===== src/lsu_pkg.sv =====
// shared address map, sizes and types for the load/store and MMIO subsystem
// every design file refers to these by scoped name

package lsu_pkg;

    // ==============================
    // widths and data memory
    // ==============================
    localparam int xlen = 32;
    localparam int lane_count = 4;

    localparam logic [xlen-1:0] dmem_base = 32'h0001_0000;
    localparam int unsigned dmem_bytes = 4096;
    localparam int dmem_words = dmem_bytes / lane_count;
    localparam int dmem_index_w = $clog2(dmem_words);

    // ==============================
    // io address map
    // ==============================
    localparam logic [xlen-1:0] cycle_addr = 32'h0000_ff00;
    // store sends low byte, load returns busy in bit 0
    localparam logic [xlen-1:0] uart_tx_addr = 32'h0000_ff04;
    localparam logic [xlen-1:0] gpi_addr = 32'h0000_ff0c;
    localparam logic [xlen-1:0] gpo_addr = 32'h0000_ff10;

    localparam int gpio_w = 4;

    // clocks per uart bit, small for simulation
    localparam int baud_div = 8;

    // ==============================
    // types
    // ==============================
    typedef enum logic [1:0] {
        size_byte = 2'd0,
        size_half = 2'd1,
        size_word = 2'd2
    } access_size_t;

    typedef enum logic [2:0] {
        region_none  = 3'd0,
        region_dmem  = 3'd1,
        region_cycle = 3'd2,
        region_uart  = 3'd3,
        region_gpi   = 3'd4,
        region_gpo   = 3'd5
    } region_t;

endpackage


===== src/io_regs.sv =====
// GPI input register, GPO register and free-running cycle counter
`timescale 1ns/1ns

module io_regs (
    input  logic                          clk,
    input  logic                          rst_n,
    input  logic [lsu_pkg::gpio_w-1:0]    gpi,
    input  logic                          gpo_we,
    input  logic [lsu_pkg::gpio_w-1:0]    gpo_wdata,
    output logic [lsu_pkg::gpio_w-1:0]    gpi_value,
    output logic [lsu_pkg::gpio_w-1:0]    gpo_value,
    output logic [lsu_pkg::xlen-1:0]      cycle_count
);

    // gpi pins sampled every cycle
    always_ff @(posedge clk or negedge rst_n) begin
        if (!rst_n) begin
            gpi_value <= '0;
        end else begin
            gpi_value <= gpi;
        end
    end

    always_ff @(posedge clk or negedge rst_n) begin
        if (!rst_n) begin
            gpo_value <= '0;
        end else if (gpo_we) begin
            gpo_value <= gpo_wdata;
        end
    end

    // wraps silently
    always_ff @(posedge clk or negedge rst_n) begin
        if (!rst_n) begin
            cycle_count <= '0;
        end else begin
            cycle_count <= cycle_count + 1'b1;
        end
    end

endmodule


===== config.mk =====
export PLATFORM = sky130hd
export DESIGN_NAME = io_regs
export DESIGN_NICKNAME = d
export VERILOG_FILES = /design/src/lsu_pkg.sv /design/src/io_regs.sv
export SDC_FILE = /design/constraint.sdc
export NUM_CORES = 1
export LEC_CHECK = 0
export ABC_AREA = 1
export BUFFER_PORTS_ARGS = -buffer_cell sky130_fd_sc_hd__clkbuf_2
export CORE_AREA = 5 5 95 97
export DETAILED_ROUTE_END_ITERATION = 7
export DIE_AREA = 0 0 100 102
export PLACE_DENSITY = 0.44
export SETUP_SLACK_MARGIN = 0.1
export SYNTH_ARGS = -nofsm -noshare
export SYNTH_HDL_FRONTEND = slang
export SYNTH_SLANG_ARGS = --single-unit

===== constraint.sdc =====
create_clock -name clk -period 1.6 [get_ports clk]
set_input_delay 0.32 -clock clk [delete_from_list [all_inputs] [get_ports clk]]
set_output_delay 0.32 -clock clk [all_outputs]
set_load 0.01 [all_outputs]

# Word level (Yosys, flattened, before mapping)
# Index checks and enable logic that the tools add are counted.
# totals
register_bits,40
output_inout_bits,40
wordCells,4
# op_classes
add_sub_neg,1
# ops
op,n
"adder 32 x 1 -> 32 bit, second input constant",1

# Depth between registers and ports, before layout
# logic_depth
word_depth,1
ltp_mapped,8

# Least setup slack after synthesis
# No wires, ideal clock.
# synth_path
path_type,register to register
start,register cycle_count[0] (netlist name)
end,register cycle_count[30] (netlist name)
setup_ns,0.117
arrival_time_ns,1.202
required_time_ns,1.483
path_slack_ns,0.281
stages_incl_launch_ff,9
n_path_buf,0
synth_period_minus_slack_ns,1.319
path_cell_list,dfrtp_1 -> ha_1 -> nand2_1 -> nor2_4 -> nand2_2 -> nor2_4 -> nand2_1 -> nand2_1 -> nand2_1
# synth_via
elab_chain_len,1
# synth_lines
item,line,rtl
start: declaration,io_regs.sv:12,output logic [lsu_pkg::xlen-1:0] cycle_count
start signal: assignment,io_regs.sv:37,cycle_count <= cycle_count + 1'b1;
adder 32 x 1 -> 32 bit,io_regs.sv:37,
# No other way between the ends.
# A chain may end at the register's enable or synchronous reset.

# Final worst setup path
# layout_path
start,register cycle_count[0] (netlist name)
end,register cycle_count[24] (netlist name)
# Same word-level chain as after synthesis.

==> results_dict.tcl <==
set metrics [dict create \
    status "finished, final reports clean" \
    coreArea_sq_um 8050 \
    avgSynthCellArea_sq_um 8.49 \
    p_int_mw 1.52 \
    synthFlopType "dfrtp_1" \
    synthDistinctLibCells 14 \
    ys_ff_latch 40 \
    fin_crit_ns 1.40 \
    dr_total_vias 1582 \
    synth-edff-count 0 \
    reg2reg_from "cycle_count[0]" \
    end_kind "flip-flop" \
    yosys.cell_count.top_type "nand2_1" \
    instances_no_fill 397 \
    p_leak_nw 1.22 \
    nFillCells 890 \
    p_sw_frac 0.213 \
    finalCritPeriodShare 0.875 \
    antenna_found_initial 0 \
    first_pass_iters 5 \
    pwr_density_cell_nw_per_um2 775 \
    wl_per_cell_microns 12.4 \
    finalPower_mw 1.93 \
    min_path_type "primary input to flip-flop" \
    setup_tns_ns 0 \
    fp.dieW_microns 100 \
    whs_ns 0.123 \
    finalNetCount 303 \
    grt_pass1_vias 1674 \
    drive_gt1_frac 0.277 \
    peakVddDrop_mv 0.279 \
    synth_commonest_cells "nand2_1, dfrtp_1, nor2_1" \
    r2r_end "cycle_count[24]" \
    synth_fp_nets 244 \
    path_clk_slew_ns 0.08 \
    dp_hpwl_microns 3930 \
    clock_sinks 40 \
    critical_path_class "flip-flop to flip-flop" \
    drt_iter0_markers 41 \
    drt-met1-wl_microns 2330 \
    crit_fanout 5 \
    grt_max_degree 41 \
    wl_met2_microns 2340 \
    ant_nets 0 \
    cts_max_level 2 \
    grt_overflow 0 \
    cts-root-buf "clkbuf_8" \
    async_flop_share 1.00 \
    synthTopCellsByArea "dfrtp_1, nand2_1, nor2_1, xor2_1, nor2_4" \
    startpoint "cycle_count[0]" \
    setup_viol_count_final 0 \
    diodes 0 \
    io_buffers 50 \
    syn_area_sq_um 1970 \
    rrSetupSlack_ns 0.20 \
    max_cap_violations 0 \
    regArea_sq_um 1000 \
    grt_pass1_wl_microns 8580 \
    synthToLayoutAreaGrowth_pct 26.7 \
    p_sw_mw 0.412 \
    dr.max_layer_used "met4" \
    slew_violations 0 \
    yosysSeqAreaShare 0.508 \
    synth_top_area_frac 0.508 \
    pwr-share-clk 0.429 \
    rsz0062_at_grt "yes" \
    cts_tree "done" \
    clk_latency_ns 0.29 \
    dp.cells 388 \
    place_ws_ns 0.210 \
    drc 0 \
    grt_usage 0.106 \
    fin_ws_ns 0.200 \
    multi_input_area_sq_um 905 \
    cp_data_required_time_ns 1.79 \
    cp.arrival_ns 1.59 \
    ys_warn_count 0 \
    max_slew_margin 0.827 \
    place_congestion 0.809 \
    wirelength_microns 4930 \
    p_seq_frac 0.533 \
    design.die.area_sq_um 10200 \
    p_comb_frac 0.039 \
    rows 33 \
    ios 51 \
    finalClockSkew_ns 0.00538 \
    ff2ff_path_depth 8 \
    startpoint_type "flip-flop" \
    cts_buffers 5 \
    worstMarginPinSlew_ns 0.259 \
    initial_core_util 0.245 \
    viasPerCell 3.98 \
    hold_violations 0 \
    wl_met3_microns 177 \
    clock_path_buffers 2 \
    die_h_microns 102 \
    cp-endpoint "cycle_count[24]" \
    fmax_mhz 714 \
    synthCells 232 \
    yosysTopAreaCell "dfrtp_1" \
]
## placed cells by master, fill, tap and decap left out
cell and n:
nand2_1 91, clkbuf_2 50, dfrtp_1 40, nor2_1 28, inv_1 19, xor2_1 11, nor2_4 9, nand3b_1 8
nand3_1 7, nor2_2 5, clkbuf_8 5, xnor2_1 4, mux2_2 4, nand2_2 3, nand2_4 2, ha_1 1
clkbuf_1 1, bufinv_16 1, clkinv_2 1, dlygate4sd3_1 1, buf_12 1
## through the flow
step / util / cell area [sq um]
finish: 0.310 / 2500
global route: 0.310 / 2500
CTS: 0.309 / 2490
detailed placement: 0.294 / 2370
global placement: 0.294 / 2370
floorplan: - / 1970
## sequential cells by signal (all words and copies together), names as in the netlist
signal	cells
cycle_count	32
gpo_value	4
gpi_value	4
## worst min path at each step
stage,from,to,slack [ns],cells after the start
finish,gpi[3],gpi_value[3],0.12,1
global route,gpi[1],gpi_value[1],0.11,1
CTS,gpi[3],gpi_value[3],0.11,1
detailed placement,rst_n,cycle_count[1],0.32,2
global placement,rst_n,cycle_count[3],0.32,2
floorplan,rst_n,cycle_count[0],0.02,0
## repair_timing
| item | CTS | global route |
|---|---|---|
| setup buffers | 0 | 0 |
| hold buffers | 1 | 0 |
| gates resized for setup | 0 | 2 |
| endpoints found under the hold margin | 22 | 0 |
| setup endpoints to repair | 0 | 4 |
## worst max-delay path, stage by stage, from the launching register on
cell	delay, ns
dfrtp_1	0.38
ha_1	0.19
nand2_1	0.09
nor2_4	0.16
nand2_4	0.12
nor2_4	0.18
nand2_1	0.08
nand2_1	0.06
nand2_1	0.04
## power by group through the flow
stage               clock [mW]  sequential, mW  combinational (mW)
global placement             0            1.05              0.0762
finish                   0.829            1.03              0.0749
detailed placement           0            1.05              0.0771
floorplan                    0            1.06              0.0105
global route             0.903            1.03              0.0850
CTS                      0.863            1.03              0.0790
## layout make-up
type,count,area share
clock buffer,6,0.0291
tap,105,0.0526
timing repair buffer,52,0.112
inverter,19,0.0286
clock inverter,2,0.0140
multi-input combinational,173,0.362
sequential,40,0.401
## cells by family after synthesis
kind of cell / Yosys count / share of synthesized area
and+or+nand+nor: 153 / 0.360
DFF: 40 / 0.508
buffers and inverters: 19 / 0.0362
xor gates and xnor gates: 15 / 0.0667
muxes: 4 / 0.0229
adders and majority gates: 1 / 0.00635
## metal layers
| layer | GRT usage | up-vias |
|---|---|---|
| met5 | 0 | - |
| met3 | 0.0259 | 6 |
| met4 | 0.0373 | 0 |
| li1 | - | 827 |
| met2 | 0.177 | 22 |
| met1 | 0.136 | 727 |
Note: power is estimated with default switching activity, not from simulation.
