--- src/lsu_pkg.sv ---
// shared address map, sizes and types for the load/store and MMIO subsystem
// every design file refers to these by scoped name

package lsu_pkg;

    // ==============================
    // widths and data memory
    // ==============================
    localparam int xlen = 32;
    localparam int lane_count = 4;

    localparam logic [xlen-1:0] dmem_base = 32'h0001_0000;
    localparam int unsigned dmem_bytes = 4096;
    localparam int dmem_words = dmem_bytes / lane_count;
    localparam int dmem_index_w = $clog2(dmem_words);

    // ==============================
    // io address map
    // ==============================
    localparam logic [xlen-1:0] cycle_addr = 32'h0000_ff00;
    // store sends low byte, load returns busy in bit 0
    localparam logic [xlen-1:0] uart_tx_addr = 32'h0000_ff04;
    localparam logic [xlen-1:0] gpi_addr = 32'h0000_ff0c;
    localparam logic [xlen-1:0] gpo_addr = 32'h0000_ff10;

    localparam int gpio_w = 4;

    // clocks per uart bit, small for simulation
    localparam int baud_div = 8;

    // ==============================
    // types
    // ==============================
    typedef enum logic [1:0] {
        size_byte = 2'd0,
        size_half = 2'd1,
        size_word = 2'd2
    } access_size_t;

    typedef enum logic [2:0] {
        region_none  = 3'd0,
        region_dmem  = 3'd1,
        region_cycle = 3'd2,
        region_uart  = 3'd3,
        region_gpi   = 3'd4,
        region_gpo   = 3'd5
    } region_t;

endpackage

--- src/baud_timer.sv ---
// bit-period timer for the UART transmitter
// tick pulses once per baud_div cycles while run is high
`timescale 1ns/1ns

module baud_timer (
    input  logic clk,
    input  logic rst_n,
    input  logic run,
    output logic tick
);

    logic [$clog2(lsu_pkg::baud_div)-1:0] count;

    assign tick = run && (count == ($clog2(lsu_pkg::baud_div))'(lsu_pkg::baud_div - 1));

    always_ff @(posedge clk or negedge rst_n) begin
        if (!rst_n) begin
            count <= '0;
        end else if (!run || tick) begin
            count <= '0;
        end else begin
            count <= count + 1'b1;
        end
    end

endmodule

--- config.mk ---
export PLATFORM = sky130hd
export DESIGN_NAME = baud_timer
export DESIGN_NICKNAME = d
export VERILOG_FILES = /design/src/lsu_pkg.sv /design/src/baud_timer.sv
export SDC_FILE = /design/constraint.sdc
export NUM_CORES = 1
export LEC_CHECK = 0
export BUFFER_PORTS_ARGS = -buffer_cell sky130_fd_sc_hd__buf_4
export CORE_AREA = 2 2 39 41
export DETAILED_ROUTE_END_ITERATION = 8
export DIE_AREA = 0 0 41 43
export PLACE_DENSITY_LB_ADDON = 0.08
export SYNTH_ARGS = -nofsm -noshare
export SYNTH_HDL_FRONTEND = slang
export SYNTH_SLANG_ARGS = --single-unit
--- constraint.sdc ---
create_clock -name clk -period 2.9 [get_ports clk]
set_clock_uncertainty 0.15 [all_clocks]
set_input_delay 0.435 -clock clk [delete_from_list [all_inputs] [get_ports clk]]
set_output_delay 0.435 -clock clk [all_outputs]
set_load 0.02 [all_outputs]
# ---- Yosys cells after proc, flatten, opt, wreduce, memory -nomap -nowiden
# Cells that the tools add are included.
dict set report op_classes {
  add_sub_neg 1
  eq_ne 1
  n_mux 1
  reduce_logical 3
}
# op count
set ops {}
lappend ops {{$add 3x1->3 const B} 1}
lappend ops {{$eq 3x3->1 const B} 1}
lappend ops {{$mux 3} 1}
lappend ops {{$logic_and 1x1->1} 1}
lappend ops {{$logic_not 1->1} 1}
lappend ops {{$logic_or 1x1->1} 1}
dict set report word_totals {
  regBits 3
  in_bits 3
  out_inout_bits 1
  wordCells 7
}

# ---- Depth between registers and ports, before layout
dict set report logic_depth {
  ltp_word 4
  ltp_mapped 3
}

# ---- Worst setup path after synthesis
# OpenSTA, ideal clock, no wires.
dict set report synth_timing {
  kind {register to output}
  from {register count[0] (netlist bit)}
  to {output port tick}
  t_arrival_ps 980
  required_ps 2315
  setup_slack_ps 1335
  path_stages_with_launch 4
  n_path_buf 0
  path_cell_list {dfrtp_1 > ha_1 > ha_1 > and2_2}
}
dict set report synth_via {
  elab_chain_len 2
}
# element line_no
set synth_rtl {}
lappend synth_rtl {{start: declaration} baud_timer.sv:12} ;# logic [$clog2(lsu_pkg::baud_div)-1:0] count;
lappend synth_rtl {{start signal: assignment} baud_timer.sv:22} ;# count <= count + 1'b1;
lappend synth_rtl {{$eq 3x3->1} baud_timer.sv:14} ;# assign tick = run && (count == ($clog2(lsu_pkg::baud_div))'(lsu_pkg::baud_div - 1));
lappend synth_rtl {{$logic_and 1x1->1} baud_timer.sv:14}
lappend synth_rtl {{end: declaration} baud_timer.sv:9} ;# output logic tick
# No other way between the ends.

# ---- Worst setup path in the final report
# Same ends and word-level chain as after synthesis.

==> results list <==
* Number of setup buffers added after CTS: 0
- Cell count of the worst reg-to-reg path: 3
* Vias in the first global route: 87
* Largest registers: count (3)
- In this run, the combinational gates consume 6.9% of the power.
* Area enclosed by the die boundary: 1763 um2
- Counting instances, the worst hold path has a depth of 1.
* Clk Latency, worst-skew pair: 0.23 ns
* DRC violations left: 0
- Clock Pin Slew Worst Setup and Hold Paths: 0.04 ns
- Area of the mapped netlist: 137.6 um2
- Hold Crit Class: flop to flop
- Core box area: 1384 um2
- Accumulated negative setup slack: 0 ns
- The placed instances occupy a cell area of 180.2 um2.
* Average wire per cell in the routed design: 7.182 um
* Number of DRC violations after detailed-routing iteration 0: 0
* Placed wire-length estimate: 178.6 um
* Leading cell types by total area after synthesis: sky130_fd_sc_hd__dfrtp_1 (55%), sky130_fd_sc_hd__ha_1 (18%), sky130_fd_sc_hd__and3b_1 (13%)
- Critical-path cell list: ha_1 > ha_1 > and2_2 > buf_4
- Switching Fraction: 20.59%
- For this run, the detailed router's first-pass iteration total came to 1.
- Cell taking the most area after synthesis: sky130_fd_sc_hd__dfrtp_1
- For this run, the register share of the synthesized area comes to 54.55%.
* Worst slew slack as a fraction of its limit: 90.56%
* Final cell area excluding filler cells: 216.5 um2
- The area growth from synthesis to layout is 57.27%.
* Post-synthesis instance total: 9
- For this configuration, the core starts out at a cell density of 9.946%.
- Fin. Hold Viols: 0
- Input and output buffers added on the ports amount to 3.
- Clock tree synthesis inserted a total of 3 buffers.
* Unrepaired setup endpoints after global routing: false
- Antenna violations before repair: 0
* Worst Tran Pin Value: 0.1416 ns
- Of all nets on the critical path, the largest fanout is 4.
* Register containing the most flip-flops in the final layout: count
- Crit start category: flop
* Highest-count cells in the layout ignoring fill and taps: sky130_fd_sc_hd__clkbuf_4 (3), sky130_fd_sc_hd__dfrtp_1 (3), sky130_fd_sc_hd__buf_4 (3)
- Timing-limited maximum frequency: 0.5077 GHz
- Sequential cells burn 36.5% of the power.
- The share of total power dissipated in the clock network is 56.6%.
* Sum of internal, switching and leakage power: 0.0001295 W
- In this run the power spent charging and discharging nets is 0.00002666 W.
- The internal power of the cells totals 0.0001028 W.
* Root buffer cell: sky130_fd_sc_hd__clkbuf_4
- The slowest stage of the critical path is the sky130_fd_sc_hd__dfrtp_1 cell.
- DIE HEIGHT: 43 um
- The register with the most flip-flops in the layout has 3 of them.
- Total Routing Usage GR: 3.823%
- In this run the number of H-tree levels came out at 1.
- Synthesis-stage register bit count: 3
* CTS tree: done
- Most frequent CP cell: sky130_fd_sc_hd__ha_1
- Together, buffers and inverters on the worst path number 1.
- Synthesis produced a netlist with a net count of 14.
* FP Rows: 14
* Mapped Avg Cell Area: 15.29 um2
- Sort of element at the end of the critical path: output pin
- Summed over all cells, the static leakage comes to 0.1144 nW.
* Vias per std cell: 2.606
- Max-slew violations: 0
- Wires add up to 237 um.
- Global-route congestion overflow total: 0
- Power Density: 598.2 nW/um2
- The number of antenna diodes in the final layout is 0.
* CP arrival: 1.38 ns
* Maximum root-to-sink buffer count: 2
* Worst stage delay on the critical path: 0.39 ns
- Unique cell type count in the Yosys netlist: 5
* Antenna viol nets, final: 0
- The congestion estimate from routability-driven global placement came to 0.6262.
- The final critical path takes up 67.92% of the cycle.
- The post-route netlist has 47.06% of its cells at a drive strength greater than 1.
* IR drop worst, VDD: 0.0001124 V
- Wire length of the first global-routing pass: 372 um
* Result of the run: finished, final reports clean
- Across the run, the number of max-cap violations was 0.
- The worst path needs 1.970 ns of the cycle, external delays included.
- The share of synthesized area in the top cell type comes to 54.55%.
- Maximum number of pins on one net before global-route repair: 5
* Number of sinks handled by clock tree synthesis: 3
- By startpoint and endpoint, the worst setup path is classified as flop to output pin.
- Die X-Extent: 41 um
- Data on the critical path is required at its endpoint by 2.32 ns.
* Cell depth of the worst setup path: 4
- During synthesis, Yosys emitted a total of 0 warnings.
* Delay-heaviest family, CP: adder cells
- Setup violations remaining at the end of the flow were counted as 0.
* Routed vias: 86
- Across all hold checks on the routed design, the worst slack comes to 0.3047 ns.
- The net count of the finished layout is 23.
- Number of primary I/O pins: 4
-- power groups by stage --
stage | Combinational [W] | Sequential, W | Clock [W]
floorplan | 0.00000424 | 0.0000472 | 0
global placement | 0.00000854 | 0.0000475 | 0
detailed placement | 0.00000851 | 0.0000475 | 0
CTS | 0.00000936 | 0.0000473 | 0.0000782
global route | 0.0000107 | 0.0000474 | 0.0000835
finish | 0.00000899 | 0.0000472 | 0.0000732
-- stage by stage --
stage / worst slack (ns) / std cells / util, %
2_1_floorplan: 1.335 / 9 / -
3_3_place_gp: 1.152 / 28 / 13.02
3_5_place_dp: 1.189 / 28 / 13.02
4_1_cts: 0.9136 / 33 / 15.64
5_1_grt: 0.8671 / 33 / 15.64
6_report: 0.9304 / 33 / 15.64
-- layout make-up --
| class | count | area, um2 |
|---|---|---|
| clock buffers | 4 | 26.28 |
| well taps | 16 | 20.02 |
| flip-flops and latches | 3 | 75.07 |
| fillers | 164 | 1167 |
| repair buffers | 4 | 32.53 |
| multi-input cells | 6 | 62.56 |
-- logic make-up (layout without fill, tap and decap cells) --
| logic type | Yosys count | in the layout | synth area share [%] |
|---|---|---|---|
| fa+ha+maj | 2 | 2 | 18.18 |
| buf+inv | 0 | 8 | 0 |
| flops | 3 | 3 | 54.54 |
| simple gates | 4 | 4 | 27.28 |
-- repair_timing --
item | 4_1_cts | 5_1_grt
endpoints found under the hold margin | 3 | 0
resized for setup | 0 | 0
hold buffers | 1 | 0
-- final timing paths --
path / start / endpoint / slack [ns]
max: count[0] / tick / 0.93
min: count[0] / count[0] / 0.30
max reg2reg: count[0] / count[2] / 1.63
min reg2reg: count[0] / count[0] / 0.30
max in group asynchronous: rst_n / count[2] / 2.12
min in group asynchronous: rst_n / count[0] / 0.38
-- metal layers --
metal  GRT usage [%]  share of wire [%]
met1           4.854                 58
met2           2.500                 35
met3           4.712                7.2
met4           4.000                  0
met5               0                  0
-- cell usage after synthesis --
cell type and count:
sky130_fd_sc_hd__ha_1 2, sky130_fd_sc_hd__nor3b_2 1, sky130_fd_sc_hd__and3b_1 2, sky130_fd_sc_hd__dfrtp_1 3, sky130_fd_sc_hd__and2_2 1
-- worst reg2reg max path, delay by kind of cell (launching register included) --
kind,cells,cell delay [ns]
DFF,1,0.39
adders and majority gates,2,0.47
and+or+nand+nor,1,0.15
Power figures use the tool's default switching activity.
