--- config.mk ---
export PLATFORM = sky130hd
export DESIGN_NAME = lsu_request_decode
export DESIGN_NICKNAME = d
export VERILOG_FILES = /design/src/lsu_pkg.sv /design/src/lsu_request_decode.sv
export SDC_FILE = /design/constraint.sdc
export NUM_CORES = 1
export LEC_CHECK = 0
export BUFFER_PORTS_ARGS = -buffer_cell sky130_fd_sc_hd__buf_4
export CORE_MARGIN = 4
export CORE_UTILIZATION = 30
export DETAILED_ROUTE_END_ITERATION = 8
export GPL_ROUTABILITY_DRIVEN = 1
export PLACE_DENSITY_LB_ADDON = 0.25
export SYNTH_ARGS = -nofsm -noshare
export SYNTH_HDL_FRONTEND = slang
export SYNTH_SLANG_ARGS = --single-unit
--- constraint.sdc ---
create_clock -name vclk -period 1.8
set_input_delay 0.36 -clock vclk [all_inputs]
set_output_delay 0.36 -clock vclk [all_outputs]
set_load 0.03 [all_outputs]
--- src/lsu_pkg.sv ---
// shared address map, sizes and types for the load/store and MMIO subsystem
// every design file refers to these by scoped name

package lsu_pkg;

    // ==============================
    // widths and data memory
    // ==============================
    localparam int xlen = 32;
    localparam int lane_count = 4;

    localparam logic [xlen-1:0] dmem_base = 32'h0001_0000;
    localparam int unsigned dmem_bytes = 4096;
    localparam int dmem_words = dmem_bytes / lane_count;
    localparam int dmem_index_w = $clog2(dmem_words);

    // ==============================
    // io address map
    // ==============================
    localparam logic [xlen-1:0] cycle_addr = 32'h0000_ff00;
    // store sends low byte, load returns busy in bit 0
    localparam logic [xlen-1:0] uart_tx_addr = 32'h0000_ff04;
    localparam logic [xlen-1:0] gpi_addr = 32'h0000_ff0c;
    localparam logic [xlen-1:0] gpo_addr = 32'h0000_ff10;

    localparam int gpio_w = 4;

    // clocks per uart bit, small for simulation
    localparam int baud_div = 8;

    // ==============================
    // types
    // ==============================
    typedef enum logic [1:0] {
        size_byte = 2'd0,
        size_half = 2'd1,
        size_word = 2'd2
    } access_size_t;

    typedef enum logic [2:0] {
        region_none  = 3'd0,
        region_dmem  = 3'd1,
        region_cycle = 3'd2,
        region_uart  = 3'd3,
        region_gpi   = 3'd4,
        region_gpo   = 3'd5
    } region_t;

endpackage

--- src/lsu_request_decode.sv ---
// combinational request decode: region, store lane steering and byte enables
// feeds the data RAM, GPO, UART start and the load pipeline register
`timescale 1ns/1ns

module lsu_request_decode (
    input  logic                              req_valid,
    input  logic                              req_is_store,
    input  lsu_pkg::access_size_t             req_size,
    input  logic                              req_unsigned,
    input  logic [lsu_pkg::xlen-1:0]          req_addr,
    input  logic [lsu_pkg::xlen-1:0]          req_wdata,
    input  logic                              busy,
    output logic [lsu_pkg::lane_count-1:0]    ram_we,
    output logic [lsu_pkg::dmem_index_w-1:0]  ram_index,
    output logic [lsu_pkg::xlen-1:0]          ram_wdata,
    output logic                              gpo_we,
    output logic [lsu_pkg::gpio_w-1:0]        gpo_wdata,
    output logic                              tx_start,
    output logic [7:0]                        tx_byte,
    output logic                              load_valid,
    output lsu_pkg::region_t                  load_region,
    output lsu_pkg::access_size_t             load_size,
    output logic                              load_unsigned,
    output logic [1:0]                        load_offset
);

    logic [lsu_pkg::xlen-1:0] dmem_offset;
    logic                     is_word;
    logic                     do_store;
    logic                     misaligned;
    lsu_pkg::region_t         region;
    logic [lsu_pkg::lane_count-1:0] lane_en;

    // below-base addresses wrap to a large offset, so one compare covers both bounds
    assign dmem_offset = req_addr - lsu_pkg::dmem_base;
    assign is_word = (req_size == lsu_pkg::size_word);
    assign do_store = req_valid && req_is_store;

    always_comb begin
        region = lsu_pkg::region_none;
        if (dmem_offset < lsu_pkg::dmem_bytes) begin
            region = lsu_pkg::region_dmem;
        end else if (is_word) begin
            if (req_addr == lsu_pkg::cycle_addr) region = lsu_pkg::region_cycle;
            if (req_addr == lsu_pkg::uart_tx_addr) region = lsu_pkg::region_uart;
            if (req_addr == lsu_pkg::gpi_addr) region = lsu_pkg::region_gpi;
            if (req_addr == lsu_pkg::gpo_addr) region = lsu_pkg::region_gpo;
        end
    end

    // lane steering
    always_comb begin
        case (req_size)
            lsu_pkg::size_byte: begin
                lane_en = 4'b0001 << req_addr[1:0];
                ram_wdata = {4{req_wdata[7:0]}};
            end
            lsu_pkg::size_half: begin
                lane_en = req_addr[1] ? 4'b1100 : 4'b0011;
                ram_wdata = {2{req_wdata[15:0]}};
            end
            default: begin
                lane_en = 4'b1111;
                ram_wdata = req_wdata;
            end
        endcase
    end

    assign ram_we = (do_store && region == lsu_pkg::region_dmem) ? lane_en : '0;
    assign ram_index = dmem_offset[lsu_pkg::dmem_index_w+1:2];

    assign gpo_we = do_store && (region == lsu_pkg::region_gpo);
    assign gpo_wdata = req_wdata[lsu_pkg::gpio_w-1:0];

    // a store while the transmitter is busy is dropped
    assign tx_start = do_store && (region == lsu_pkg::region_uart) && !busy;
    assign tx_byte = req_wdata[7:0];

    assign load_valid = req_valid && !req_is_store;
    assign load_region = region;
    assign load_size = req_size;
    assign load_unsigned = req_unsigned;
    assign load_offset = req_addr[1:0];

    assign misaligned = (req_size == lsu_pkg::size_half && req_addr[0]) ||
                        (is_word && req_addr[1:0] != 2'b00);

    always_comb begin
        if (req_valid) begin
            assert final (!misaligned)
            else $error("misaligned access, addr %h size %0d", req_addr, req_size);
        end
    end

endmodule

-- Word-level counts from Yosys, hierarchy flattened
Cells that the tools add are included.
- reductions and logical operators: 9
- equal/unequal tests: 9
- magnitude comparators: 1
- multiplexer cells: 10
- shift operators: 1
- add/sub/neg operators: 1
- operators with widths (kind ; number):
    == test 32 x 16 -> 1 bit, second input constant ; 4
    case mux 32 bit (2 select lines) ; 1
    < comparator 32 x 13 -> 1 bit, second input constant ; 1
    subtractor 32 x 17 -> 32 bit, second input constant ; 1
    two-way mux 3 bit ; 5
    two-way mux 4 bit ; 2
    case mux 4 bit (2 select lines) ; 1
    logical AND 1 bit ; 6
    << shifter 1 x 2 -> 4 bit, first input constant ; 1
    == test 3 x 1 -> 1 bit, second input constant ; 1
    == test 3 x 2 -> 1 bit, second input constant ; 1
    == test 3 bit, second input constant ; 1
    == test 2 x 1 -> 1 bit, second input constant ; 1
    == test 2 bit, second input constant ; 1
    zero test 1 bit ; 2
    zero test 2 bit ; 1
    two-way mux 2 bit ; 1
- flip-flop bits (word level): 0
- input bits: 70
- output and inout port bits: 69

-- Depth between registers and ports, before layout
- depth after elaboration: 10
- mapped depth: 4
- gate-level depth less buffers: 4

-- Worst setup path before layout
No wires, ideal clock.
- kind: input-to-output
- start: input port req_addr[27] in the netlist's numbering
- end: output port ram_we[0] in the netlist's numbering
- cell stages on the path: 4
- setup slack: -174 ps
- path buffers: 0
- data required time: 1440 ps
- arrival time: 1614 ps
- cell sequence: nor3_1 -> nand3_4 -> nor4_4 -> nor2b_1
- longest elaborated chain between the ends: 10
- RTL lines (item ; line ; text):
    start: declaration ; lsu_request_decode.sv:10 ; input logic [lsu_pkg::xlen-1:0] req_addr,
    branches (longest 6 deep; another with subtractor 32 x 17 -> 32 bit) ; -- ;
    two-way mux 3 bit (*) ; lsu_request_decode.sv:41 ; if (dmem_offset < lsu_pkg::dmem_bytes) begin
    == test 3 x 1 -> 1 bit (*) ; lsu_request_decode.sv:69 ; assign ram_we = (do_store && region == lsu_pkg::region_dmem) ? lane_en : '0;
    logical AND 1 bit (*) ; lsu_request_decode.sv:69 ;
    two-way mux 4 bit (*) ; lsu_request_decode.sv:69 ;
    end: declaration ; lsu_request_decode.sv:13 ; output logic [lsu_pkg::lane_count-1:0] ram_we,
Mark *: on every way between the ends.

-- Final worst setup path
- start: input port req_addr[20] in the netlist's numbering
- end: output port gpo_we
- longest elaborated chain between the ends: 9
- RTL lines (item ; line ; text):
    branches (longest 6 deep; another with subtractor 32 x 17 -> 32 bit) ; -- ;
    two-way mux 3 bit (*) ; lsu_request_decode.sv:41 ;
    == test 3 bit (*) ; lsu_request_decode.sv:72 ; assign gpo_we = do_store && (region == lsu_pkg::region_gpo);
    logical AND 1 bit (*) ; lsu_request_decode.sv:72 ;
    end: declaration ; lsu_request_decode.sv:16 ; output logic gpo_we,
Marked as above.

==> results.yml <==
global_routing:
  grt_pass1_wl_mm: 5.71
  groute.usage.overall: 0.167
  gr-total-overflow: 0
  antenna_found_initial: 0
  grt_max_degree: 17
  grt_pass1_vias: 1266
synth:
  ys_seq_area_frac: 0
  synth_cell_types: 27
  synth_xor_xnor_area_share: 0.00945
  syn_inst: 126
  synth_fp_nets: 196
  yosys-mux-area-fraction: 0.281
  yosys.area_share.simple: 0.308
  postSynthAreaPerCell_sq_um: 7.36
  ys_warn_count: 0
  syn_area_sq_um: 927
  synth_top_family_by_area: "simple AND/OR/NAND/NOR gates"
  synth_fa_ha_area_frac: 0
  synth_compound_area_frac: 0.0972
power_and_ir_drop:
  p_sw_uw: 308
  powerDensity_nw_per_um2: 305
  seqPwrFrac: 0
  power.leakage_nw: 0.957
  p_comb_frac: 1.000
  max-vdd-ir-drop_v: 0.000203
  p_int_uw: 258
  p_sw_frac: 0.544
  p_clk_frac: 0
critical_path:
  cpPeakStageDelay_ps: 320
  cp_top_family: "simple AND/OR/NAND/NOR gates"
  startpoint_type: "input port"
  crit_path_cell_trace: "buf_6 -> nor4_4 -> nand2_2 -> nor4_4 -> and4_4 -> buf_6"
  slowest_stage: "nor4_4"
  worst-path-buf-inv: 2
  crit_fanout: 5
  crit_required_ps: 1440
  critical_path_arrival_ps: 1600
  path_class: "input port to output port"
  endpoint_kind: "output port"
run:
  drv_cap: 0
sta:
  finalCritPeriodShare: 1.09
  maxSlewHeadroom: 0.793
  hold_viol: 0
  slew_viol_final: 0
  worst_slew_pin_slew_ps: 309
  setup_viol_count_final: 9
  max_freq_mhz: 509
  rsz0062_at_grt: "yes"
  whs_ps: 720
  worst_slack_ps: -165
  fin_crit_ps: 1960
detailed_routing:
  drtAntennaViolNets: 0
  drc: 0
  drt_iter0_drc: 36
  avgRoutedWirePerCell_microns: 14.0
  num_vias: 1249
  vias_per_cell: 4.77
  dr.pass1.iters: 4
  drt_wl_total_mm: 3.68
finish:
  clockBufferCount: 0
  area_growth_pct: 100
  nFlopsAndLatches: 0
  drive_gt1_frac: 0.727
  layout.area.seq_sq_um: 0
  fin_nets: 303
  instances_no_fill: 262
  diodes: 0
status:
  violations: "setup timing"
  status: "finished with violations"
placed_design:
  place_congestion: 0.671
  hpwl_mm: 3.15
  port_buffers: 137
  placed_cells: 261
floorplan:
  pin_count: 139
  start_util: 0.325
  rows: 19
  coreArea_sq_um: 2850
  fp.dieH_microns: 63.6
  dieArea_sq_um: 4040
  dieWidth_microns: 63.6
hold_path:
  hp-class: "input port to output port"
-- metal layers --
metal,up-vias,wire (microns),global-route usage
li1,622,-,-
met5,-,0,0
met3,0,490,0.0586
met1,546,1200,0.167
met2,81,1990,0.344
met4,0,0,0
-- worst paths after layout --
| path | from | endpoint | slack [ps] | cells past startpoint |
|---|---|---|---|---|
| worst max-delay path | req_addr[20] | gpo_we | -160 | 6 |
| worst min-delay path | req_unsigned | load_unsigned | 720 | 0 |
-- cells in the mapped netlist --
cell | count | area share
buf_4 | 35 | 0.28
nand2_1 | 13 | 0.053
nor2_1 | 9 | 0.036
o21ai_0 | 9 | 0.049
mux2_1 | 8 | 0.097
mux2_2 | 8 | 0.097
mux2i_1 | 8 | 0.086
nor3_1 | 5 | 0.027
nor2b_1 | 3 | 0.020
nor4_1 | 3 | 0.020
nor4_4 | 3 | 0.069
a21oi_1 | 2 | 0.011
and3_1 | 2 | 0.013
clkbuf_1 | 2 | 0.0081
nand2b_1 | 2 | 0.013
nand4_1 | 2 | 0.013
o21a_1 | 2 | 0.016
a31o_1 | 1 | 0.0094
and4_1 | 1 | 0.0094
buf_1 | 1 | 0.0040
buf_2 | 1 | 0.0054
inv_1 | 1 | 0.0040
nand2_2 | 1 | 0.0068
nand3_4 | 1 | 0.019
nor2_2 | 1 | 0.0068
o2111a_1 | 1 | 0.012
xnor2_1 | 1 | 0.0094
-- stage by stage --
step | util | instance area, sq um | setup slack [ps] | setup TNS, ps | power (mW)
finish | 0.650 | 1850 | -165 | -1210 | 0.566
global placement | 0.625 | 1780 | -271 | -2200 | 0.559
detailed placement | 0.625 | 1780 | -308 | -2460 | 0.561
global route | 0.650 | 1850 | -229 | -1720 | 0.602
CTS | 0.649 | 1850 | -149 | -1180 | 0.570
floorplan | - | 948 | -58.9 | -307 | 0.331
-- kinds of logic after synthesis --
kind of cell / Yosys count
buffers and inverters: 40
XOR/XNOR: 1
AND/OR/NAND/NOR: 46
multiplexers: 24
AO/OA/AOI/OAI: 15
-- cells in the final DEF, fill, tap and decap left out, drive strengths merged --
| cell type | count |
|---|---|
| buf | 144 |
| mux2 | 16 |
| nand2 | 14 |
| nor2 | 10 |
| o21ai | 9 |
| mux2i | 8 |
| nor4 | 6 |
| nor3 | 5 |
| nor2b | 3 |
| nand2b | 2 |
| nand4 | 2 |
| and3 | 2 |
| a21oi | 2 |
| o21a | 2 |
| nand3 | 1 |
| xnor2 | 1 |
| a31o | 1 |
| inv | 1 |
| and4 | 1 |
| o2111a | 1 |
-- layout make-up --
type | instances | area [sq um]
repair buffers | 144 | 1130
fillers | 277 | 998
inverters | 1 | 3.75
well taps | 31 | 38.8
multi-input cells | 86 | 686
-- repair_timing --
item | 4_1_cts | 5_1_grt
buffers inserted | 1 | 0
hold buffers | 0 | 0
endpoints found under the setup margin | 9 | 9
gates cloned | 0 | 0
pin swaps | 8 | 4
gates resized for setup | 14 | 1
-- power groups by stage --
stage / sequential [mW] / combinational (mW) / clock [mW]
after floorplan: 0 / 0.331 / 0
after global placement: 0 / 0.559 / 0
after detailed placement: 0 / 0.561 / 0
after CTS: 0 / 0.570 / 0
after global routing: 0 / 0.602 / 0
final: 0 / 0.566 / 0
Note: power is estimated with default switching activity, not from simulation.
