## config.mk

```make
export PLATFORM = sky130hd
export DESIGN_NAME = uart_tx_fsm
export DESIGN_NICKNAME = d
export VERILOG_FILES = /design/src/uart_tx_fsm.sv
export SDC_FILE = /design/constraint.sdc
export NUM_CORES = 1
export LEC_CHECK = 0
export ABC_AREA = 1
export BUFFER_PORTS_ARGS = -buffer_cell sky130_fd_sc_hd__buf_2
export CAP_MARGIN = 20
export CORE_ASPECT_RATIO = 0.8
export CORE_UTILIZATION = 47
export CTS_CLUSTER_DIAMETER = 80
export DETAILED_ROUTE_END_ITERATION = 16
export PLACE_DENSITY = 0.73
export SETUP_SLACK_MARGIN = 0.02
export SYNTH_ARGS = -nofsm -noshare
export SYNTH_HDL_FRONTEND = slang
export SYNTH_SLANG_ARGS = --single-unit
export TNS_END_PERCENT = 10
```

## constraint.sdc

```tcl
create_clock -name clk -period 1.38 [get_ports clk]
set_input_delay 0.276 -clock clk [delete_from_list [all_inputs] [get_ports clk]]
set_output_delay 0.276 -clock clk [all_outputs]
set_load 0.005 [all_outputs]
```

## src/uart_tx_fsm.sv

```systemverilog
// UART transmit FSM: start bit, eight data bits LSB first, stop bit
// advances on the baud tick, busy outside idle
`timescale 1ns/1ns

module uart_tx_fsm (
    input  logic       clk,
    input  logic       rst_n,
    input  logic       tx_start,
    input  logic [7:0] tx_byte,
    input  logic       tick,
    output logic       run,
    output logic       busy,
    output logic       uart_tx
);

    typedef enum logic [1:0] {
        st_idle,
        st_start,
        st_data,
        st_stop
    } tx_state_t;

    tx_state_t  state;
    logic [7:0] shift;
    logic [2:0] bit_idx;

    always_ff @(posedge clk or negedge rst_n) begin
        if (!rst_n) begin
            state <= st_idle;
            bit_idx <= 3'd0;
            uart_tx <= 1'b1;
        end else begin
            case (state)
                st_idle: begin
                    if (tx_start) begin
                        state <= st_start;
                        uart_tx <= 1'b0;
                    end
                end
                st_start: begin
                    if (tick) begin
                        state <= st_data;
                        bit_idx <= 3'd0;
                        uart_tx <= shift[0];
                    end
                end
                st_data: begin
                    if (tick) begin
                        bit_idx <= bit_idx + 3'd1;
                        if (bit_idx == 3'd7) begin
                            state <= st_stop;
                            uart_tx <= 1'b1;
                        end else begin
                            uart_tx <= shift[1];
                        end
                    end
                end
                default: begin
                    if (tick) state <= st_idle;
                end
            endcase
        end
    end

    // frame data, loaded on start and shifted per data bit
    always_ff @(posedge clk) begin
        if (state == st_idle && tx_start) begin
            shift <= tx_byte;
        end else if (state == st_data && tick) begin
            shift <= shift >> 1;
        end
    end

    assign busy = (state != st_idle);
    assign run = busy;

    a_idle_line_high: assert property (
        @(posedge clk) disable iff (!rst_n) (state == st_idle) |-> uart_tx
    ) else $error("uart_tx low while transmitter idle");

endmodule

```

---- Yosys cells after proc, flatten, opt, wreduce, memory -nomap -nowiden ----
Index checks and enable logic that the tools add are counted.
word-level totals
  flip-flop bits (word level) ............. 14
  latch bits .............................. 0
  memory bits (writable) .................. 0
  bits in read-only memories .............. 0
  input bits .............................. 12
  output and inout bits ................... 3
  word-level logic and storage cells ...... 39
  memories ................................ 0
cells by class
  $add $sub $neg .......................... 1
  multiply operators ...................... 0
  div/mod/pow operators ................... 0
  order comparisons ....................... 0
  eq/ne operators ......................... 7
  shifts and indexed selects .............. 0
  mux-type cells .......................... 16
  bitwise gates (word level) .............. 0
  reduce and logical (&&, ||, !) cells .... 11
operators by type and width
  cell                   number
  $mux W8                2
  $mux W2                5
  $ne A2 B2 Y1 const B   4
  $reduce_bool A2 Y1     4
  $mux W3                2
  $pmux W2 S3            1
  $pmux W3 S2            1
  $reduce_and A5 Y1      1
  $mux W1                4
  $reduce_and A4 Y1      1
  $add A3 B1 Y3 const B  1
  $eq A3 B3 Y1 const B   1
  $pmux W1 S3            1
  $reduce_and A3 Y1      1
  $reduce_bool A3 Y1     1
  $eq A2 B1 Y1 const B   1
  $eq A2 B2 Y1 const B   1
  $logic_and A1 B1 Y1    2
  $logic_not A2 Y1       1

---- Logic depth before layout (Yosys ltp) ----
Gate-level depths: netlist of the first run.
  depth in word-level cells ............... 4
  gate-level depth with buffers ........... 8
  depth with buffers taken out ............ 8

---- Worst setup path before layout of the first run ----
Ideal clock, no wire load.
  path kind ............................... register to register
  start ................................... register state[0]
  end ..................................... register shift[0], data pin
  library setup time ...................... 0.260 ns
  data arrival time ....................... 1.144 ns
  data required time ...................... 1.120 ns
  setup slack ............................. -0.024 ns
  stages on the path, launching flop included .. 5
  path buffers ............................ 0
  clock period less this slack ............ 1.404 ns
  cells stage by stage .................... dfrtp_1 -> inv_1 -> ha_1 -> nand2_4 -> mux2_2
on the way
  longest elaborated chain between the ends .. 3
ends and longest elaborated chain
  what                      RTL line  RTL
  start: declaration        23        tx_state_t state;
  start signal: assignment  29        state <= st_idle;
  start signal: assignment  36        state <= st_start;
  start signal: assignment  42        state <= st_data;
  $logic_not A2 Y1          67        if (state == st_idle && tx_start) begin
  $logic_and A1 B1 Y1       67
  $mux W8                   67
  end signal: assignment    68        shift <= tx_byte;
  end signal: assignment    70        shift <= shift >> 1;
  end: declaration          24        logic [7:0] shift;
No other way between the ends.
A chain may end at the register's enable or synchronous reset.

---- Final worst setup path of the first run ----
  start ................................... register state[0]
  end ..................................... output port run
on the way
  longest elaborated chain between the ends .. 1
ends and longest elaborated chain
  what                RTL line  RTL
  $reduce_bool A2 Y1  74        assign busy = (state != st_idle);
  end: declaration    11        output logic run,
No other way between the ends.

==> results of run 1 <==
synthesized netlist by cell type:
cell type / count
nor2_2: 1
dfstp_2: 1
nor2_1: 7
mux2_2: 7
o21ai_0: 4
ha_1: 7
or2_2: 1
nand4_1: 2
nand2_1: 18
edfxtp_1: 8
nand3_1: 3
nand3_2: 1
inv_1: 9
nand2_4: 1
buf_4: 1
dfrtp_1: 5
power by group:
group	internal [uW]	switching, uW
Clock	105	125
Sequential	662	65.8
Combinational	587	548
Total	1350	738
worst max-delay path: stages, from the launching register on:
cell	delay, ns
dfrtp_1	0.40
inv_2	0.11
ha_4	0.18
inv_4	0.05
buf_6	0.11
repair_timing:
item | in CTS | in global routing
cloned | 0 | 0
gates resized for setup | 5 | 7
buffers inserted | 3 | 0
endpoints found under the setup margin | 18 | 20
hold buffers | 1 | 0
endpoints found under the hold margin | 6 | 0
pin swaps | 1 | 4
through the flow:
stage,area [um^2],std cells,worst slack [ns]
after global placement,911,116,0.0228
after CTS,980,124,-0.00769
after floorplan,777,76,0.0326
final,1000,124,-0.0149
after detailed placement,911,116,-0.0380
after global routing,1000,124,-0.0706
kinds of logic after synthesis:
group           count (synthesis)  synth area share (%)
compound gates                  4                  2.58
fa+ha+maj                       7                  11.3
buf+inv                        10                  5.33
flops                          14                  50.6
mux                             7                  10.2
simple gates                   34                  20.0
worst paths after layout:
check	slack (ns)	to	start
worst min register to register	0.49	uart_tx	uart_tx
worst max register to register	0.04	shift[4]	state[1]
worst max-delay path	-0.01	run	state[0]
min in group asynchronous	0.35	state[0]	rst_n
max in group asynchronous	0.81	uart_tx	rst_n
worst min-delay path	0.29	shift[3]	tx_byte[3]
sequential cells by signal (all words and copies together) (netlist names):
signal	count
state	2
uart_tx	1
shift	8
bit_idx	3
area by class of cell:
cell class / instances / area, um^2 / share of cell area, %
Timing Repair Buffer: 24 / 160 / 15.9
Inverter: 9 / 36.3 / 3.61
Multi-Input combinational cell: 52 / 364 / 36.2
Clock buffer: 3 / 22.5 / 2.24
Sequential cell: 14 / 392 / 39.0
Clock inverter: 1 / 3.75 / 0.374
Tap cell: 21 / 26.3 / 2.62
per-layer routing:
layer | part of all wire, % | GRT usage (%) | up-vias
met3 | 5.8 | 8.49 | 0
met1 | 49 | 26.5 | 263
met2 | 45 | 29.5 | 18
met4 | 0 | 4.29 | 0
met5 | 0 | 0 | -
li1 | - | - | 304
==> summary.txt, run 1 <==
Clock network
  – CTS tree: built
  – Clock buffer depth: 2
  – Maximum level of the CTS H-tree: 1
  – Clock sink count: 14
  – Clock transition at path regs: 0.08 ns
  – CTS buffer count: 3
  – Skew-Pair Late Insertion Delay: 0.28 ns
  – Clk root buf: clkbuf_4

Place
  – Port Buf Inserts: 14
  – HPWL after DPL: 1050 um
  – RePlAce Congestion: 0.801

Finish
  – Area grow syn2layout: 29.7%
  – Fin util: 69.0%
  – Filler cell count: 126
  – Ant diodes: 0
  – Commonest non-fill, non-tap cell in the layout: nand2_1
  – Final #Nets: 123
  – Share of cells above drive strength 1: 43.7%
  – Most frequent cells in the layout: nand2_1 (18), buf_2 (12), buf_4 (9)

Routing
  – Routed Antenna Nets: 0
  – Routed len/inst: 11.1 um
  – Routed WL: 1380 um
  – Drt pass-1 iters: 4
  – Via density: 4.72
  – Via count: 585
  – DRC violations left: 0
  – Drt first-iter violations: 13

Yosys
  – Synth Cell Area: 774 um^2
  – Seq/Total Area, Yosys: 50.6%
  – Seq cells post-synth: 14
  – Synthesized instance count: 76
  – Synth top area share: 31.0%
  – Synth area leaders: edfxtp_1 (31%), dfrtp_1 (16%), ha_1 (11%), mux2_2 (10%), nand2_1 (8.7%)
  – Warnings from Yosys: 0
  – Distinct cells, synth: 16
  – Yosys top cell by area: edfxtp_1
  – Mean post-synth cell area: 10.2 um^2
  – Synth Net Count: 95

Pwr
  – Total power: 2090 uW
  – Pleak: 0.000496 uW
  – Pwr/cell area: 2080 mW/mm^2
  – Worst IR Drop VDD: 0.00119 V

Timing
  – Setup TNS: -0.0282 ns
  – Setup violators final: 2
  – Max Freq: 717 MHz
  – Worst setup margin: -0.0149 ns
  – Max Slew Vio Count: 0
  – Worst Tran Pin Value: 0.166 ns
  – Rel. slew slack: 88.9%
  – Clock Skew: 0.00195 ns
  – Fin Hold WS: 0.294 ns
  – Min Clock Period, post-route: 1.39 ns
  – Period utilisation layout: 101%
  – RSZ-0062 raised after global routing: yes
  – Final Hold Fails: 0

Outcome
  – Failing checks: setup timing
  – Status: complete, but fails checks

Die
  – Die Wd: 47.4 um
  – Initial core utilization: 53.2%
  – I/O Pins: 15
  – Row count: 12
  – Die Footprint: 0.00182 mm^2
  – Core area: 0.00146 mm^2
  – Die Ht: 38.3 um

Worst setup path
  – Critical Path Fanout Max: 4
  – Kind of critical path: flop to primary output
  – Worst path required time: 1.10 ns
  – R2R depth: 4
  – CP endpoint kind: primary output
  – CP arrival: 1.12 ns
  – Worst setup SP type: flop

Global routing
  – GRT overflow: 0
  – Vias in the first global route: 544
  – Initial antenna violation count: 0
  – Global-route wire length before repair: 2280 um
  – Largest net degree at the start of global routing: 10
  – GRT Util Overall: 19.7%

Worst hold path
  – Hold WC Path Type: input pin to flop
  – Hold Path Depth: 2

Run
  – Maxcap violations: 0
Power figures use the tool's default switching activity.
==> run 2: changes to the inputs <==
--- a/config.mk
+++ b/config.mk
@@ -8,11 +8,10 @@
 export ABC_AREA = 1
 export BUFFER_PORTS_ARGS = -buffer_cell sky130_fd_sc_hd__buf_2
 export CAP_MARGIN = 20
-export CORE_ASPECT_RATIO = 0.8
-export CORE_UTILIZATION = 47
+export CORE_UTILIZATION = 48
 export CTS_CLUSTER_DIAMETER = 80
 export DETAILED_ROUTE_END_ITERATION = 16
-export PLACE_DENSITY = 0.73
+export PLACE_DENSITY = 0.72
 export SETUP_SLACK_MARGIN = 0.02
 export SYNTH_ARGS = -nofsm -noshare
 export SYNTH_HDL_FRONTEND = slang
==> constraint.sdc (replaced) <==
create_clock -name clk -period 1.5 [get_ports clk]
set_input_delay 0.3 -clock clk [delete_from_list [all_inputs] [get_ports clk]]
set_output_delay 0.3 -clock clk [all_outputs]
set_load 0.005 [all_outputs]
==> run 2 against run 1 <==
Against the previous run: the run now ends clean; design area unchanged; final cell count down 3.2%; register-to-register slack about the same; wire length up 8.8%; sequential cell count unchanged; critical path depth up 1; sequential power down 7.3%; first-iteration DRC count up 85%; clock-buffer cell count up 1; clock power down 4%; sequential share of layout area unchanged; core utilization down 2.3 points; critical path type unchanged.
==> summary.txt, run 2 (synthesis results as in run 1) <==
Die
  – Core area: 0.00151 mm^2 (+3.4%)
  – Row count: 14 (+2)
  – Die Ht: 42.2 um (+10%)
  – Initial core utilization: 51.4% (-1.8 points)
  – Die Footprint: 0.00178 mm^2 (-2.0%)
  – Die Wd: 42.2 um (-11%)
  – I/O Pins: 15 (unchanged)

Finish
  – Ant diodes: 0 (unchanged)
  – Largest register FFs: 8 (unchanged)
  – Finished Layout Cells: 120 (-3.2%)
  – Final #Nets: 124 (+0.81%)
  – Most frequent cells in the layout: nand2_1 (18), buf_2 (14), buf_4 (9)
  – Share of cells above drive strength 1: 46.2% (+2.5 points)
  – Top flop regs: shift x8, bit_idx x3, state x2
  – Area grow syn2layout: 29.7% (unchanged)
  – Commonest non-fill, non-tap cell in the layout: nand2_1
  – Filler cell count: 113 (-10%)
  – Fin area: 0.00100 mm^2 (unchanged)
  – Top reg by flops: shift
  – Register area: 392 um^2 (unchanged)
  – Multi-input logic area: 374 um^2 (+2.7%)

Worst setup path
  – CP max stage cell: dfrtp_1
  – CP arrival: 1.17 ns (+0.05 ns)
  – Worst setup SP type: flop
  – Worst path required time: 1.20 ns (+0.10 ns)
  – CP endpoint kind: primary output
  – Slowest stage delay, CP: 0.39 ns (about the same)
  – Critical Path Fanout Max: 3 (-1)
  – Kind of critical path: flop to primary output
  – Worst-path cell chain: inv_2 -> ha_4 -> buf_6 -> inv_2 -> buf_2
  – CP bufs+invs: 4 (+1)
  – Most used cell, CP: inv_2
  – CP top delay family: flip-flops

Routing
  – Routed len/inst: 12.5 um (+12%)
  – DRC violations left: 0 (unchanged)
  – Routed Antenna Nets: 0 (unchanged)
  – Via density: 5.03 (+6.5%)
  – Drt pass-1 iters: 4 (unchanged)
  – Via count: 603 (+3.1%)
  – Drt first-iter violations: 24 (+11)
  – Routed WL: 1500 um (+8.8%)

Clock network
  – Clock sink count: 14 (unchanged)
  – Maximum level of the CTS H-tree: 1 (unchanged)
  – Clk root buf: clkbuf_4
  – Clock buffer depth: 2 (unchanged)
  – Clock transition at path regs: 0.08 ns (about the same)
  – CTS buffer count: 3 (unchanged)
  – CTS tree: built
  – Skew-Pair Late Insertion Delay: 0.28 ns (about the same)

Timing
  – Max Slew Vio Count: 0 (unchanged)
  – Final Hold Fails: 0 (unchanged)
  – Clock Skew: 0.00562 ns (+0.00368 ns)
  – Worst Tran Pin Value: 0.191 ns (+0.0251 ns)
  – Period utilisation layout: 97.7%
  – Max Freq: 683 MHz
  – Setup TNS: 0 ns (+0.0282 ns)
  – Rel. slew slack: 87.2% (-1.7 points)
  – RSZ-0062 raised after global routing: yes
  – Setup violators final: 0 (-2)
  – Worst setup margin: 0.0349 ns (+0.0498 ns)
  – Min Clock Period, post-route: 1.47 ns

Place
  – Setup WS pre-CTS: 0.0370 ns (+0.0749 ns)
  – Placed Instance Area: 895 um^2 (-1.8%)
  – Inst Count DP: 110 (-5.2%)
  – RePlAce Congestion: 0.790 (-1.3%)
  – Port Buf Inserts: 14 (unchanged)
  – HPWL after DPL: 1020 um (-2.6%)

Worst hold path
  – Hold WC Path Type: input pin to flop

Global routing
  – Vias in the first global route: 584 (+7.4%)
  – GRT overflow: 0 (unchanged)
  – GRT Util Overall: 19.7% (-0.063 points)
  – Initial antenna violation count: 0 (unchanged)
  – Global-route wire length before repair: 2540 um (+11%)
  – Largest net degree at the start of global routing: 10 (unchanged)

Run
  – Maxcap violations: 0 (unchanged)

Outcome
  – Status: completed

Pwr
  – Pwr/cell area: 1910 mW/mm^2 (-8.5%)
  – Worst IR Drop VDD: 0.000896 V (-25%)
  – Pleak: 0.000495 uW (-0.16%)
  – Total power: 1910 uW (-8.5%)
-- run 2: cell count changes in the layout (fill, tap and decap cells not counted), sizes merged --
cell / delta
clkbuf: +1
buf: +1
clkinv: -1
-- run 2: path summary, 6_finish.rpt --
path | startpoint | endpoint | slack, ns | cells past startpoint
worst max-delay path | state[0] | busy | 0.03 | 5
worst min-delay path | tx_byte[7] | shift[7] | 0.31 | 3
worst max register to register | state[0] | shift[1] | 0.04 | 5
worst min register to register | bit_idx[0] | bit_idx[0] | 0.48 | 1
max in group asynchronous | rst_n | uart_tx | 0.91 | 2
min in group asynchronous | rst_n | state[0] | 0.36 | 2
-- run 2: worst reg2reg max path, stage by stage, from the launching register on --
cell	delay [ns]
dfrtp_1	0.39
inv_2	0.07
ha_4	0.16
buf_4	0.14
nand2_4	0.11
mux2_2	0.34
-- run 2: repair_timing --
| item | CTS | global route |
|---|---|---|
| resized for setup | 5 | 8 |
| endpoints found under the hold margin | 5 | 0 |
| pin swaps | 1 | 1 |
| hold buffers | 1 | 0 |
| buffers inserted | 5 | 0 |
| endpoints found under the setup margin | 2 | 10 |
| gates cloned | 0 | 0 |
-- run 2: cell type report --
class                           instances  area share (%)
Multi-Input combinational cell         52            37.2
Inverter                                9            3.36
Timing Repair Buffer                   25            15.8
Clock buffer                            4            2.62
Sequential cell                        14            39.0
Tap cell                               16            1.99
-- run 2: power breakdown --
part | total [uW] | internal (uW) | switching [uW] | leakage [uW]
Sequential | 675 | 609 | 65.4 | 0.000152
Combinational | 1020 | 510 | 510 | 0.000329
Clock | 219 | 103 | 116 | 0.0000150
-- run 2: through the flow --
step / hold WS (ns) / utilization, %
5_1_grt: 0.309 / 66.7
3_3_place_gp: 0.133 / 59.4
3_5_place_dp: 0.139 / 59.4
4_1_cts: 0.309 / 65.1
2_1_floorplan: 0.00441 / -
6_report: 0.315 / 66.7
-- run 2: per-layer routing --
metal / global-route usage (%) / vias up / part of all wire, %
li1: - / 307 / -
met1: 24.4 / 280 / 42
met2: 31.7 / 12 / 52
met3: 6.47 / 4 / 4.2
met4: 7.50 / 0 / 1.3
met5: 0 / - / 0
==> run 3: changes to the inputs <==
--- a/config.mk
+++ b/config.mk
@@ -11,6 +11,7 @@
 export CORE_UTILIZATION = 48
 export CTS_CLUSTER_DIAMETER = 80
 export DETAILED_ROUTE_END_ITERATION = 16
+export GPL_TIMING_DRIVEN = 0
 export PLACE_DENSITY = 0.72
 export SETUP_SLACK_MARGIN = 0.02
 export SYNTH_ARGS = -nofsm -noshare
==> run 3 against run 2 <==
Against the previous run: clock skew down 0.0053 ns; non-clock buffer count shrank 3; design area down 0.50%; via count is 4.3% lower; largest power group unchanged; highest routed layer unchanged.
==> summary.txt, run 3 (synthesis results as in run 1) <==
Finish
  – Share of cells above drive strength 1: 42.6% (-3.6 points)
  – Largest register FFs: 8 (unchanged)
  – Top reg by flops: shift
  – Top flop regs: shift x8, bit_idx x3, state x2
  – Fin util: 66.4% (-0.33 points)
  – Most frequent cells in the layout: nand2_1 (17), buf_2 (13), edfxtp_1 (8)
  – Ant diodes: 0 (unchanged)
  – Area grow syn2layout: 29.1%
  – Filler cell count: 125 (+11%)
  – Commonest non-fill, non-tap cell in the layout: nand2_1
  – Finished Layout Cells: 117 (-2.5%)
  – Final #Nets: 121 (-2.4%)

Run
  – Maxcap violations: 0 (unchanged)

Timing
  – Final Hold Fails: 0 (unchanged)
  – Worst setup margin: 0.0102 ns (-0.0247 ns)
  – Max Freq: 671 MHz (-1.7%)
  – Clock Skew: 0.000366 ns (-0.00526 ns)
  – Worst Tran Pin Value: 0.278 ns (+0.0870 ns)
  – Min Clock Period, post-route: 1.49 ns (+0.0247 ns)
  – Fin Hold WS: 0.316 ns (+0.00142 ns)
  – RSZ-0062 raised after global routing: yes
  – Rel. slew slack: 81.3% (-5.9 points)
  – Setup TNS: 0 ns (unchanged)
  – Period utilisation layout: 99.3% (+1.6 points)
  – Setup violators final: 0 (unchanged)
  – Max Slew Vio Count: 0 (unchanged)

Worst setup path
  – Worst path required time: 1.20 ns (about the same)
  – Worst setup SP type: flop
  – CP arrival: 1.19 ns (+0.02 ns)
  – Critical Path Fanout Max: 3 (unchanged)
  – CP endpoint kind: primary output
  – Worst r2r src: state[0]
  – Crit. Startpoint: state[0]
  – Kind of critical path: flop to primary output

Clock network
  – Clock transition at path regs: 0.08 ns (about the same)
  – Clock buffer depth: 2 (unchanged)
  – Clock sink count: 14 (unchanged)
  – CTS tree: built
  – Maximum level of the CTS H-tree: 1 (unchanged)
  – Clk root buf: clkbuf_4
  – Skew-Pair Late Insertion Delay: 0.28 ns (about the same)
  – CTS buffer count: 3 (unchanged)

Routing
  – Drt first-iter violations: 11 (-54%)
  – Via count: 577 (-4.3%)
  – DRC violations left: 0 (unchanged)
  – Routed WL: 1410 um (-6.0%)
  – Routed Antenna Nets: 0 (unchanged)
  – Drt pass-1 iters: 4 (unchanged)
  – Routed len/inst: 12.1 um (-3.6%)
  – Via density: 4.93 (-1.9%)

Place
  – Port Buf Inserts: 14 (unchanged)
  – Inst Count DP: 106 (-3.6%)
  – RePlAce Congestion: 0.694 (-12%)
  – Setup WS pre-CTS: -0.0904 ns (-0.127 ns)
  – HPWL after DPL: 914 um (-10%)

Global routing
  – Largest net degree at the start of global routing: 10 (unchanged)
  – Vias in the first global route: 539 (-7.7%)
  – Global-route wire length before repair: 2190 um (-14%)
  – Initial antenna violation count: 0 (unchanged)
  – GRT Util Overall: 17.0% (-2.6 points)
  – GRT overflow: 0 (unchanged)

Die
  – Initial core utilization: 51.4% (unchanged)
  – Die Ht: 42.2 um (unchanged)
  – Die Wd: 42.2 um (unchanged)
  – I/O Pins: 15 (unchanged)
  – Core area: 0.00151 mm^2 (unchanged)
  – Row count: 14 (unchanged)
  – Die Footprint: 0.00178 mm^2 (unchanged)

Outcome
  – Status: completed

Pwr
  – Worst IR Drop VDD: 0.000972 V (+8.5%)
  – Pleak: 0.000505 uW (+2.0%)
  – Pwr/cell area: 1900 mW/mm^2 (about the same)

Worst hold path
  – Hold Crit Start: tx_byte[0]
  – Hold WC Path Type: input pin to flop
run 3: cell count changes in the layout (fill, tap and decap cells not counted), moves of 2 or more:
cell,change
mux2_2,-5
mux2_4,+5
ha_1,+2
buf_4,-2
run 3: area by class of cell:
cell class	instances	area (um^2)	share of cell area, %
plain buffers	1	7.51	0.751
clock buffers	3	22.5	2.25
clock inverters	1	3.75	0.375
inverters	9	33.8	3.38
multi-input cells	52	389	38.9
flip-flops and latches	14	392	39.2
well taps	16	20.0	2.00
repair buffers	21	131	13.1
run 3: path summary, 6_finish.rpt:
kind	slack, ns	end	depth (start not counted)
max	0.01	run	5
min	0.32	shift[0]	2
min in group asynchronous	0.37	state[0]	2
max reg2reg	0.04	shift[6]	5
min reg2reg	0.49	uart_tx	2
max in group asynchronous	0.90	uart_tx	2
run 3: critical path, cell delays in order, from the launching register on:
cell,delay [ns]
dfrtp_1,0.41
inv_2,0.10
ha_4,0.14
inv_2,0.04
buf_4,0.12
buf_6,0.10
run 3: per-stage QoR:
step,area (um^2),total power (uW)
after detailed placement,865,1400
after CTS,960,1800
after floorplan,774,1220
after global routing,1000,2030
final,1000,1900
after global placement,865,1370
run 3: repair_timing:
action | CTS | global route
endpoints found under the hold margin | 5 | 0
pin swaps | 1 | 1
setup endpoints to repair | 18 | 20
gates resized for setup | 8 | 9
buffers inserted | 5 | 1
hold buffers | 1 | 0
run 3: where the power goes:
| part | internal (uW) | switching (uW) | total [uW] |
|---|---|---|---|
| combinational | 509 | 503 | 1010 |
| clock | 96.5 | 122 | 219 |
| sequential | 609 | 64.0 | 673 |
run 3: per-layer routing:
| layer | track usage, % | routed length (um) | vias to the layer above |
|---|---|---|---|
| met4 | 11.3 | 9 | 0 |
| met3 | 2.59 | 29 | 2 |
| met2 | 25.8 | 633 | 10 |
| li1 | - | - | 301 |
| met5 | 0 | 0 | - |
| met1 | 22.4 | 738 | 264 |
